===== config.mk =====
export PLATFORM = sky130hd
export DESIGN_NAME = mem_shim_top
export DESIGN_NICKNAME = d
export VERILOG_FILES = /design/src/source/mem_shim_pkg.sv /design/src/source/mem_rsp_buffer.sv /design/src/source/mem_shim_top.sv /design/src/source/rsp_meta_shim.sv /design/src/source/tag_meta_ram.sv
export SDC_FILE = /design/constraint.sdc
export NUM_CORES = 1
export LEC_CHECK = 0
export ABC_AREA = 1
export BUFFER_PORTS_ARGS = -buffer_cell sky130_fd_sc_hd__clkbuf_2
export CORE_MARGIN = 4
export CORE_UTILIZATION = 35
export DETAILED_ROUTE_END_ITERATION = 12
export PLACE_DENSITY = 0.63
export SETUP_SLACK_MARGIN = 0.3
export SLEW_MARGIN = 20
export SYNTH_ARGS = -nofsm -noshare
export SYNTH_HDL_FRONTEND = slang
export SYNTH_SLANG_ARGS = --single-unit

===== constraint.sdc =====
create_clock -name clk -period 3.5 [get_ports clk]
set_clock_uncertainty 0.2 [all_clocks]
set_input_delay 1.05 -clock clk [delete_from_list [all_inputs] [get_ports clk]]
set_output_delay 1.05 -clock clk [all_outputs]
set_load 0.02 [all_outputs]

===== src/source/mem_shim_pkg.sv =====
//==============================
// Widths and channel structs for the memory response shim
// Every channel carries its own valid bit as a one-cycle strobe
// There is no ready signal on any channel
// Tag width sets the metadata RAM depth to 2**tag_bits entries
//==============================

`default_nettype none

package mem_shim_pkg;

    // Address carried by read and write requests
    localparam int addr_bits = 32;

    // Data width of write requests and read responses
    localparam int data_bits = 64;

    // Tag width, which gives 64 outstanding tags
    localparam int tag_bits = 6;

    // Metadata word the AFU attaches to each read request
    localparam int meta_bits = 16;

    // Read request as issued by the AFU, metadata included
    typedef struct packed {
        logic                 valid;
        logic [addr_bits-1:0] addr;
        logic [tag_bits-1:0]  tag;
        logic [meta_bits-1:0] meta;
    } afu_rd_req_t;

    // Read request toward memory once the metadata has been stripped
    typedef struct packed {
        logic                 valid;
        logic [addr_bits-1:0] addr;
        logic [tag_bits-1:0]  tag;
    } mem_rd_req_t;

    // Write request, identical on the AFU and memory sides
    typedef struct packed {
        logic                 valid;
        logic [addr_bits-1:0] addr;
        logic [tag_bits-1:0]  tag;
        logic [data_bits-1:0] data;
    } wr_req_t;

    // Read response as returned by memory
    typedef struct packed {
        logic                 valid;
        logic [tag_bits-1:0]  tag;
        logic [data_bits-1:0] data;
    } mem_rd_rsp_t;

    // Read response toward the AFU with the metadata put back
    typedef struct packed {
        logic                 valid;
        logic [tag_bits-1:0]  tag;
        logic [data_bits-1:0] data;
        logic [meta_bits-1:0] meta;
    } afu_rd_rsp_t;

    // Write acknowledgement, identical on both sides
    typedef struct packed {
        logic                valid;
        logic [tag_bits-1:0] tag;
    } wr_rsp_t;

endpackage

`default_nettype wire


===== src/source/mem_rsp_buffer.sv =====
//==============================
// Memory-side interposer for the metadata shim
// Both response channels always see exactly one cycle of delay
// Request channels and almost-full are wires or one register stage
// No back-pressure exists on responses, so nothing here can stall
//==============================

`timescale 1ns/1ps
`default_nettype none

module mem_rsp_buffer
#(
    // Nonzero puts one register stage on the request channels and almost-full
    parameter int register_outbound = 0
)
(
    input  wire                        clk,
    input  wire                        reset,

    // Request side, from the shim toward memory
    input  mem_shim_pkg::mem_rd_req_t  req_rd_in,
    input  mem_shim_pkg::wr_req_t      req_wr_in,
    output mem_shim_pkg::mem_rd_req_t  req_rd_out,
    output mem_shim_pkg::wr_req_t      req_wr_out,

    // Response side, from memory back toward the shim
    input  mem_shim_pkg::mem_rd_rsp_t  rsp_rd_in,
    input  mem_shim_pkg::wr_rsp_t      rsp_wr_in,
    output mem_shim_pkg::mem_rd_rsp_t  rsp_rd_out,
    output mem_shim_pkg::wr_rsp_t      rsp_wr_out,

    // Advisory flow control level from memory
    input  wire                        almost_full_in,
    output logic                       almost_full_out
);

    // The outbound path is chosen at elaboration time
    generate
        if (register_outbound == 0)
        begin : g_outbound_wire
            // Same-cycle pass through toward memory
            assign req_rd_out      = req_rd_in;
            assign req_wr_out      = req_wr_in;
            assign almost_full_out = almost_full_in;
        end
        else
        begin : g_outbound_reg
            always_ff @(posedge clk)
            begin
                // Payload fields follow the input every cycle
                req_rd_out      <= req_rd_in;
                req_wr_out      <= req_wr_in;
                almost_full_out <= almost_full_in;

                // Reset clears the request strobes and the registered level
                if (reset)
                begin
                    req_rd_out.valid <= 1'b0;
                    req_wr_out.valid <= 1'b0;
                    almost_full_out  <= 1'b0;
                end
            end
        end
    endgenerate

    // Responses always spend one cycle here, which gives the RAM lookup
    // started on rsp_rd_in time to finish before rsp_rd_out leaves
    always_ff @(posedge clk)
    begin
        rsp_rd_out <= rsp_rd_in;
        rsp_wr_out <= rsp_wr_in;

        if (reset)
        begin
            rsp_rd_out.valid <= 1'b0;
            rsp_wr_out.valid <= 1'b0;
        end
    end

endmodule

`default_nettype wire


===== src/source/mem_shim_top.sv =====
//==============================
// Top level of the memory response metadata shim
// With register_outbound at 0, requests and almost-full are same-cycle
// With register_outbound at 1, they take one cycle
// Read and write responses always take one cycle
// Almost-full is advisory and the shim never drops a request
//==============================

`timescale 1ns/1ps
`default_nettype none

module mem_shim_top
#(
    // Selects one register stage on the paths toward memory
    parameter int register_outbound = 0
)
(
    input  wire                        clk,
    input  wire                        reset,

    // Requests from the AFU
    input  mem_shim_pkg::afu_rd_req_t  afu_rd_req,
    input  mem_shim_pkg::wr_req_t      afu_wr_req,

    // Responses and flow control from memory
    input  mem_shim_pkg::mem_rd_rsp_t  mem_rd_rsp,
    input  mem_shim_pkg::wr_rsp_t      mem_wr_rsp,
    input  wire                        mem_almost_full,

    // Requests toward memory
    output mem_shim_pkg::mem_rd_req_t  mem_rd_req,
    output mem_shim_pkg::wr_req_t      mem_wr_req,

    // Responses and flow control toward the AFU
    output mem_shim_pkg::afu_rd_rsp_t  afu_rd_rsp,
    output mem_shim_pkg::wr_rsp_t      afu_wr_rsp,
    output logic                       afu_almost_full
);

    // The whole datapath lives in the shim below
    rsp_meta_shim
    #(
        .register_outbound (register_outbound)
    )
    rsp_meta_shim_inst
    (
        .clk             (clk),
        .reset           (reset),
        .afu_rd_req      (afu_rd_req),
        .afu_wr_req      (afu_wr_req),
        .afu_rd_rsp      (afu_rd_rsp),
        .afu_wr_rsp      (afu_wr_rsp),
        .afu_almost_full (afu_almost_full),
        .mem_rd_req      (mem_rd_req),
        .mem_wr_req      (mem_wr_req),
        .mem_rd_rsp      (mem_rd_rsp),
        .mem_wr_rsp      (mem_wr_rsp),
        .mem_almost_full (mem_almost_full)
    );

endmodule

`default_nettype wire


===== src/source/rsp_meta_shim.sv =====
//==============================
// Metadata shim for the read channel
// Read request meta is stored by tag and stripped before memory
// The response tag starts a RAM read while the response is buffered
// The stored meta joins the response as it leaves the buffer
// A tag's request must be issued before its response arrives
// Tag uniqueness is not checked and responses are not reordered
//==============================

`timescale 1ns/1ps
`default_nettype none

module rsp_meta_shim
#(
    // Passed down to the buffer to pick wires or a register stage outbound
    parameter int register_outbound = 0
)
(
    input  wire                        clk,
    input  wire                        reset,

    // AFU side
    input  mem_shim_pkg::afu_rd_req_t  afu_rd_req,
    input  mem_shim_pkg::wr_req_t      afu_wr_req,
    output mem_shim_pkg::afu_rd_rsp_t  afu_rd_rsp,
    output mem_shim_pkg::wr_rsp_t      afu_wr_rsp,
    output logic                       afu_almost_full,

    // Memory side
    output mem_shim_pkg::mem_rd_req_t  mem_rd_req,
    output mem_shim_pkg::wr_req_t      mem_wr_req,
    input  mem_shim_pkg::mem_rd_rsp_t  mem_rd_rsp,
    input  mem_shim_pkg::wr_rsp_t      mem_wr_rsp,
    input  wire                        mem_almost_full
);

    // Read request with the meta field removed
    mem_shim_pkg::mem_rd_req_t rd_req_stripped;

    // Read response after its one cycle in the buffer
    mem_shim_pkg::mem_rd_rsp_t rd_rsp_buf;

    // Metadata looked up for the response now leaving the buffer
    logic [mem_shim_pkg::meta_bits-1:0] rsp_meta;

    // Copy everything but the meta into the memory-bound request
    always_comb
    begin
        rd_req_stripped.valid = afu_rd_req.valid;
        rd_req_stripped.addr  = afu_rd_req.addr;
        rd_req_stripped.tag   = afu_rd_req.tag;
    end

    // Meta is written at issue time, which is always before memory can
    // answer, even with the outbound register stage enabled
    // The read side is addressed by the raw, unbuffered response tag
    tag_meta_ram tag_meta_ram_inst
    (
        .clk     (clk),
        .wr_en   (afu_rd_req.valid),
        .wr_tag  (afu_rd_req.tag),
        .wr_meta (afu_rd_req.meta),
        .rd_tag  (mem_rd_rsp.tag),
        .rd_meta (rsp_meta)
    );

    // Interposer on the memory side of the shim
    mem_rsp_buffer
    #(
        .register_outbound (register_outbound)
    )
    mem_rsp_buffer_inst
    (
        .clk             (clk),
        .reset           (reset),
        .req_rd_in       (rd_req_stripped),
        .req_wr_in       (afu_wr_req),
        .req_rd_out      (mem_rd_req),
        .req_wr_out      (mem_wr_req),
        .rsp_rd_in       (mem_rd_rsp),
        .rsp_wr_in       (mem_wr_rsp),
        .rsp_rd_out      (rd_rsp_buf),
        .rsp_wr_out      (afu_wr_rsp),
        .almost_full_in  (mem_almost_full),
        .almost_full_out (afu_almost_full)
    );

    // RAM output and buffered response line up on the same cycle
    always_comb
    begin
        afu_rd_rsp.valid = rd_rsp_buf.valid;
        afu_rd_rsp.tag   = rd_rsp_buf.tag;
        afu_rd_rsp.data  = rd_rsp_buf.data;
        afu_rd_rsp.meta  = rsp_meta;
    end

endmodule

`default_nettype wire


===== src/source/tag_meta_ram.sv =====
//==============================
// One metadata word per tag in a simple dual-port RAM
// Read data is registered and appears one cycle after rd_tag
// A same-cycle write and read of one tag returns the old word
// Contents are not cleared by reset
//==============================

`timescale 1ns/1ps
`default_nettype none

module tag_meta_ram
(
    input  wire                                    clk,

    // Write port, driven when a read request is issued
    input  wire                                    wr_en,
    input  wire [mem_shim_pkg::tag_bits-1:0]       wr_tag,
    input  wire [mem_shim_pkg::meta_bits-1:0]      wr_meta,

    // Read port, addressed by the tag of an arriving response
    input  wire [mem_shim_pkg::tag_bits-1:0]       rd_tag,
    output logic [mem_shim_pkg::meta_bits-1:0]     rd_meta
);

    // Number of entries, one per possible tag
    localparam int depth = 2 ** mem_shim_pkg::tag_bits;

    // Storage array, meant to map onto block RAM
    logic [mem_shim_pkg::meta_bits-1:0] meta_mem [depth];

    always_ff @(posedge clk)
    begin
        if (wr_en)
        begin
            meta_mem[wr_tag] <= wr_meta;
        end

        // The read runs every cycle; the nonblocking update above means a
        // colliding read sees the word from before this edge
        rd_meta <= meta_mem[rd_tag];
    end

endmodule

`default_nettype wire


# ---- Word level (Yosys, flattened, before mapping)
# Memories as Yosys holds them, arrays and structs flattened. A register that Yosys moved wholly into a read port is not among the register bits.
# Cells that the tools add are included.
dict set report op_classes {
  n_mux 2
}
# operator count
set op_table {}
lappend op_table {{two-way mux 1 bit} 2}
dict set report word_totals {
  ram_bits 1024
  memories 1
  in_bits 239
  ff_bits 78
  output_inout_bits 237
}
# name depth word_bits rd rd_ports_with_merged_regs wr line_no
set memory_table {}
lappend memory_table {rsp_meta_shim_inst.tag_meta_ram_inst.meta_mem 64 16 1 1 1 tag_meta_ram.sv:29} ;# logic [mem_shim_pkg::meta_bits-1:0] meta_mem [depth];

# ---- Longest topological paths before layout
# Gate-level depths: netlist of run 1.
dict set report depth {
  depth_word 2
  depth_mapped 12
  depth_no_buf 9
}

# ---- By module
# From an unflattened synthesis of run 1, not the netlist that was laid out.
dict set report hier_totals {
  cells_unflattened 3742
  area_unflattened_um2 44749.2
}
# module cells_each n_inst area_per_inst_um2
set modules_own_cells {}
lappend modules_own_cells {tag_meta_ram 3517 1 42099.1}
lappend modules_own_cells {mem_rsp_buffer 225 1 2650.0}

# ---- Least setup slack after synthesis of run 1
# No wires, ideal clock.
dict set report synth_timing {
  path_kind {input-to-reg}
  from {input afu_rd_req[54] (netlist bit)}
  to {memory rsp_meta_shim_inst.tag_meta_ram_inst.meta_mem[48][0] (netlist bit) (enable)}
  slack_ns -0.304
  path_stages 3
  t_required_ns 2.869
  arrival_ns 3.174
  path_buffers 1
  path_cell_list {clkbuf_1 nand4_1 nor4_1}
}
dict set report synth_via {
  elab_chain_cells 2
}
# element line_no
set synth_lines {}
lappend synth_lines {{start: declaration} mem_shim_top.sv:22} ;# input mem_shim_pkg::afu_rd_req_t afu_rd_req,
lappend synth_lines {{two-way mux 1 bit} tag_meta_ram.sv:33} ;# if (wr_en)
lappend synth_lines {{two-way mux 1 bit (implied by the code)} tag_meta_ram.sv:35} ;# meta_mem[wr_tag] <= wr_meta;
lappend synth_lines {{end: declaration} tag_meta_ram.sv:29}
# No other way between the ends.

# ---- Worst setup path in the final report of run 1
dict set report layout_timing {
  from {input afu_rd_req[16] (netlist bit)}
  to {output mem_rd_req[0] (netlist bit)}
}
# element line_no
set layout_rtl {}
lappend layout_rtl {{end: declaration} mem_shim_top.sv:31} ;# output mem_shim_pkg::mem_rd_req_t mem_rd_req,
# No word-level cell between the ends.

==> results of run 1 <==
## final cells by class
| type | count | area [um2] |
|---|---|---|
| Multi-Input combinational cell | 2242 | 9600 |
| Timing Repair Buffer | 378 | 2920 |
| Sequential cell | 1118 | 32600 |
| Tap cell | 1650 | 2060 |
| Antenna cell | 1 | 2.50 |
| Fill cell | 11734 | 75100 |
| Clock buffer | 146 | 3090 |
| Clock inverter | 64 | 703 |
| Inverter | 14 | 78.8 |
## placed cells by master, fill, tap and decap left out, types with 11 or more instances in the layout
cell,Yosys,routed
bufinv_16,0,11
nor2_1,58,58
buf_4,158,131
buf_12,0,45
clkbuf_8,0,12
clkbuf_16,0,114
clkbuf_1,23,19
nand3_1,871,871
dfxtp_1,94,94
nand2_1,1296,1296
clkinv_2,0,16
clkinv_1,0,21
edfxtp_1,1024,1024
clkbuf_2,0,199
## worst paths after layout
check / end / slack (ns) / cells past startpoint
max reg2reg: rsp_meta_shim_inst.tag_meta_ram_inst.rd_meta[9] / 1.69 / 8
min reg2reg: rsp_meta_shim_inst.tag_meta_ram_inst.rd_meta[11] / 0.61 / 8
min: flip-flop / 0.23 / 1
max: mem_rd_req[0] / 0.67 / 2
## kinds of logic after synthesis
logic type	share of synthesized area [%]
buf+inv	5.72
simple gates	21.3
flops	72.9
## worst register-to-register path, cell delays in order (launching register included)
cell and delay (ns):
edfxtp_1 0.39, nand2_1 0.08, nand3_1 0.08, nand3_1 0.09, nand2_1 0.05, nand2_1 0.08, nand3_1 0.29, nand3_1 0.33
nand2_1 0.10
## power groups by stage
stage | logic [mW] | registers (mW) | clock network (mW)
final | 1.88 | 14.8 | 12.2
after global routing | 2.04 | 14.8 | 13.1
after CTS | 1.88 | 14.8 | 12.4
after detailed placement | 1.88 | 15.1 | 0
after global placement | 1.86 | 15.1 | 0
after floorplan | 1.16 | 15.1 | 0
## state kept, by name, summed over array words and instances, names as in the netlist
signal	cells
rsp_meta_shim_inst.mem_rsp_buffer_inst.rsp_rd_out	71
rsp_meta_shim_inst.tag_meta_ram_inst.meta_mem	1024
rsp_meta_shim_inst.tag_meta_ram_inst.rd_meta	16
rsp_meta_shim_inst.mem_rsp_buffer_inst.rsp_wr_out	7
## per-layer routing
layer  up-vias  share of wire, %
li1      13191                 -
met1     14225                40
met2      1406                46
met3       367               9.4
met4         4               4.7
met5         -             0.021
==> run metrics, run 1 <==
maximum vdd drop 0.000479 V; Mapped Area between 40,000 and 50,000 um2; CP delay by family, top buffers and inverters; HP Start mem_rd_rsp[47]; WL/cell ~23 um; Pint between 20 and 25 mW; WP buf/inv 2; via/cell ratio 5.20; cts bufs inserted around 110; Slowest cell on crit path clkbuf_2; Pwr per Cell Area about 570 nW/um2; first-pass GRT wire length ~190,000 um; Leak 18.8 nW; Switching Fraction 22.8%; Area Growth Syn to Fin 14.2%; total die area 134,000 um2; syn avg cell area 12.0 um2; initial antenna violation count 5; Clock Latency Late Sink just over 0.7 ns; Synth area leader edfxtp_1; count of cell types in the netlist 15; most common cell in the netlist nand2_1; I/O Pins 476; # DRC 0; synth cell count leaders 1,296 x nand2_1, 1,024 x edfxtp_1, 871 x nand3_1, 158 x buf_4, 118 x buf_2; Hold Crit Class input pin to flip-flop; Non-Filler Cell Area, Final a little over 50,000 um2; CTS tree yes; Starting Density between 30% and 40%; required time worst endpoint around 2.3 ns; final WL between 100,000 and 150,000 um; vias in the first global route about 28,000; Detail Route Antenna Nets 0; type of the worst setup path input pin to primary output; GR Util met3 3.77%; slew margin rel. 33.2%; post-CTS sizing 0; crit-path cells clkbuf_2, clkbuf_2; gr busiest metal met2; # setup viols final 0; Post-Synthesis Net Count 3,981; NetSw around 6.6 mW; GPL Wtd Cong between 0.8 and 0.9; top-area cell type share of the netlist area about 70%; Setup WS post-layout ~0.67 ns; CP startpoint afu_rd_req[16]; pre-CTS setup slack ~0.14 ns; Final Cycle Share approximately 81%; Inst Count DP between 5,000 and 6,000; combinational power share ~6.5%; status completed; Slew Viols, Final 0; max cap viols 0; Crit Path Max Fanout 10; sequential share of power ~51%; sequential share of the synthesized area 72.9%; Fin. Hold Viols 0; First-pass DRT Iterations 5; die width 366 um; fin util 40.5%; Root Driver clkbuf_16; Non-Filler Instances 5,613; global-route met2 utilization between 20% and 30%; Die Ht ~370 um; area of the core ~130,000 um2; crit path capture type primary output; routed vias 29,193; All-Layer GR Usage a little under a fifth; Post-synth ARST share 0%; CTS clock-pin slew for the worst setup and hold paths ~0.060 ns; setup_tns 0 ns; cells after synthesis 3,742; share of cells above drive strength 1 14.1%; Rows 130; CTS max path bufs 3; CTS Sinks ~1,100; CP arrival 1.58 ns; postcts setup bufs 0; FF+latch count, synth about 1,100; crit path time final 2.83 ns; Least-Margin Pin Slew 1.00 ns; largest net degree at the start of global routing 82; Post-synth EDFFs 1,024; Critical Path Max Stage Delay between 0.2 and 0.3 ns; Tot Pwr about 29 mW; gr ovfl total 0; Worst setup SP type input pin; placed instance area about 47,000 um2; Clk pwr share 42.3%; Port Buffers between 200 and 250; Final nets just over 4,000; sum of net half-perimeters after detailed placement just under 80,000 um; Hold WS ~0.23 ns; fmax roughly 350 MHz; Most used DFF post-synth edfxtp_1; Yosys Warn Count 0; CP dominant cell by count clkbuf_2; initial DRC count 3,325; cts hold-fix bufs 0; met1 usage 24.9%; htree depth 3; RSZ-0062 raised after global routing no; synth top area cells edfxtp_1 69%, nand2_1 11%, nand3_1 9.7%
(Power assumes the default switching activity.)
==> run 2: changes to the inputs <==
clock period = 2.3 ns   (was 3.5 ns; I/O delays follow)
==> run 2 against run 1 <==
  * Combinational power grew 93%
  * Highest routed layer is now met4
  * Critical endpoint is now afu_rd_rsp[12]
  * Non-clock buffer count up 209
  * Sequential share of layout area shrank 4.7 points
==> run metrics, run 2 (same netlist as run 1, synthesis figures left out) <==
status completed; Least-Margin Pin Slew 0.681 ns (-0.321 ns); Critical Path Max Stage Delay 0.41 ns (+0.13 ns); sum of net half-perimeters after detailed placement 82,700 um (+6.6%); CTS tree yes; # setup viols final 0 (unchanged); largest net degree at the start of global routing 89 (+8.5%); vias in the first global route 29,314 (+4.2%); Final nets 4,311 (+5.0%); Fin. Hold Viols 0 (unchanged); via/cell ratio 5.14 (-1.2%); Die Ht 366 um (unchanged); CP arrival 1.30 ns (-0.28 ns); pre-CTS setup slack -0.563 ns (-0.708 ns); Leak 20.5 nW (+8.7%); initial antenna violation count 3 (-2); type of the worst setup path flip-flop to primary output; crit path time final around 2.2 ns; max cap viols 0 (unchanged); Fillers 11,323 (-3.5%); Port Buffers 203 (unchanged); Rows 130 (unchanged); Worst setup SP type flip-flop; cts bufs inserted 109 (-1.8%); die width 366 um (unchanged); I/O Pins 476 (unchanged); htree depth 3 (unchanged); total die area 134,000 um2 (unchanged); crit path capture type primary output; Inst Count DP 5,532 (+2.4%); Root Driver clkbuf_16; CP delay by family, top flip-flops; Pint 33.7 mW (+51%); gr ovfl total 0 (unchanged); Final Cycle Share between 90 and 100%; Pwr per Cell Area 793 nW/um2 (+40%); Detail Route Antenna Nets 0 (unchanged); Area Growth Syn to Fin 23.8%; commonest non-fill, non-tap cell in the layout nand2_1; Non-Filler Instances 5,817 (+3.6%); Switching Fraction 23.1% (+0.32 points); Hold Crit Class input pin to flip-flop; GPL Wtd Cong 0.834 (+2.6%); WL/cell 23.5 um (+1.9%); initial DRC count 3,016 (-9.3%); crit-path cells clkbuf_16; Slowest cell on crit path dfxtp_4; CTS max path bufs 3 (unchanged); wl on met1 51,400 um (+0.38%); Crit Path Max Fanout 1 (-9); share of cells above drive strength 1 19.6% (+5.4 points); met2 routed wirelength 66,200 um (+10%); maximum vdd drop 0.000644 V (+34%); WP buf/inv 1 (-1); sequential share of power 51.5% (+0.3 points); Slew Viols, Final 0 (unchanged); routed vias 29,893 (+2.4%); combinational power share 8.3% (+1.8 points); First-pass DRT Iterations 5 (unchanged); Top Registers rsp_meta_shim_inst.tag_meta_ram_inst.meta_mem (1024), rsp_meta_shim_inst.mem_rsp_buffer_inst.rsp_rd_out (71), rsp_meta_shim_inst.tag_meta_ram_inst.rd_meta (16); Starting Density 35.4% (unchanged); required time worst endpoint 1.41 ns (-0.84 ns); All-Layer GR Usage 19.9% (+1.0 points); RSZ-0062 raised after global routing yes; # DRC 0 (unchanged); slew margin rel. 54.6% (+21 points); fin util 43.9% (+3.4 points); Clk pwr share 40.3% (-2.0 points); met3 wire len 12,300 um (+0.83%); NetSw 10.1 mW (+54%); Largest register FFs 1,024 (unchanged); Clock Latency Late Sink 0.71 ns (about the same); CTS clock-pin slew for the worst setup and hold paths 0.06 ns (about the same); final WL 137,000 um (+5.6%); fmax roughly 460 MHz; first-pass GRT wire length 197,000 um (+4.9%); CTS Sinks 1,118 (unchanged); most frequent cells in the layout 1,296 x nand2_1, 1,024 x edfxtp_1, 866 x nand3_1; most flop-heavy register rsp_meta_shim_inst.tag_meta_ram_inst.meta_mem; top routing layer used met4; total inserted antenna cells 0 (-1); area of the core 126,000 um2 (unchanged); Setup WS post-layout 0.109 ns (-0.563 ns)
[run 2: cell count changes in the layout (fill, tap and decap cells not counted), moves of 13 or more]
cell | previous run | this run
nor2_4 | 0 | 14
clkbuf_2 | 199 | 96
dfxtp_1 | 94 | 0
buf_4 | 131 | 157
dfxtp_4 | 0 | 13
buf_12 | 45 | 148
nor2_1 | 58 | 42
dfxtp_2 | 0 | 81
dlygate4sd3_1 | 0 | 74
buf_8 | 2 | 97
[run 2: routing by layer]
metal | GRT usage [%] | vias up
met2 | 33.3 | 1343
met1 | 24.6 | 14553
met4 | 9.94 | 0
met3 | 4.19 | 378
met5 | 0 | -
li1 | - | 13619
[run 2: area by class of cell]
type                            instances  area (um2)  share of cell area, %
Timing Repair Buffer                  587        7060                   12.8
Clock buffer                          148        3060                   5.52
Tap cell                             1650        2060                   3.73
Sequential cell                      1118       32800                   59.2
Clock inverter                         58         505                  0.913
Multi-Input combinational cell       2242        9800                   17.7
Inverter                               14        97.6                  0.176
[run 2: power by group through the flow]
stage | Clock (mW) | Combinational [mW] | Sequential, mW
after floorplan | 0 | 1.80 | 23.0
after global placement | 0 | 3.22 | 23.0
after detailed placement | 0 | 3.25 | 23.0
after CTS | 18.0 | 3.55 | 22.6
after global routing | 18.9 | 3.88 | 22.6
final | 17.7 | 3.63 | 22.6
[run 2: path summary, 6_finish.rpt]
check	startpoint	endpoint	slack, ns	cells past startpoint
setup / recovery	rsp_meta_shim_inst.tag_meta_ram_inst.rd_meta[12]	afu_rd_rsp[12]	0.11	1
hold / removal	mem_rd_rsp[66]	flip-flop	0.06	1
setup reg to reg	flip-flop	rsp_meta_shim_inst.tag_meta_ram_inst.rd_meta[5]	0.59	8
hold reg to reg	flip-flop	rsp_meta_shim_inst.tag_meta_ram_inst.rd_meta[13]	0.60	8
[run 2: what timing repair did]
item	CTS	global route
gates resized for setup	304	113
hold buffers	74	0
gates cloned	0	2
setup buffers	3	0
endpoints found under the setup margin	100	102
hold endpoints to repair	73	0
[run 2: per-stage QoR]
step           power (mW)  instance area, um2  setup TNS (ns)  hold WS [ns]
2_1_floorplan        24.8               45000         -267.43         0.518
3_3_place_gp         26.2               49800           -6.49         0.590
3_5_place_dp         26.2               49800           -8.53         0.594
4_1_cts              44.1               55200               0       0.00337
5_1_grt              45.3               55400               0        0.0120
6_report             43.9               55400               0        0.0556
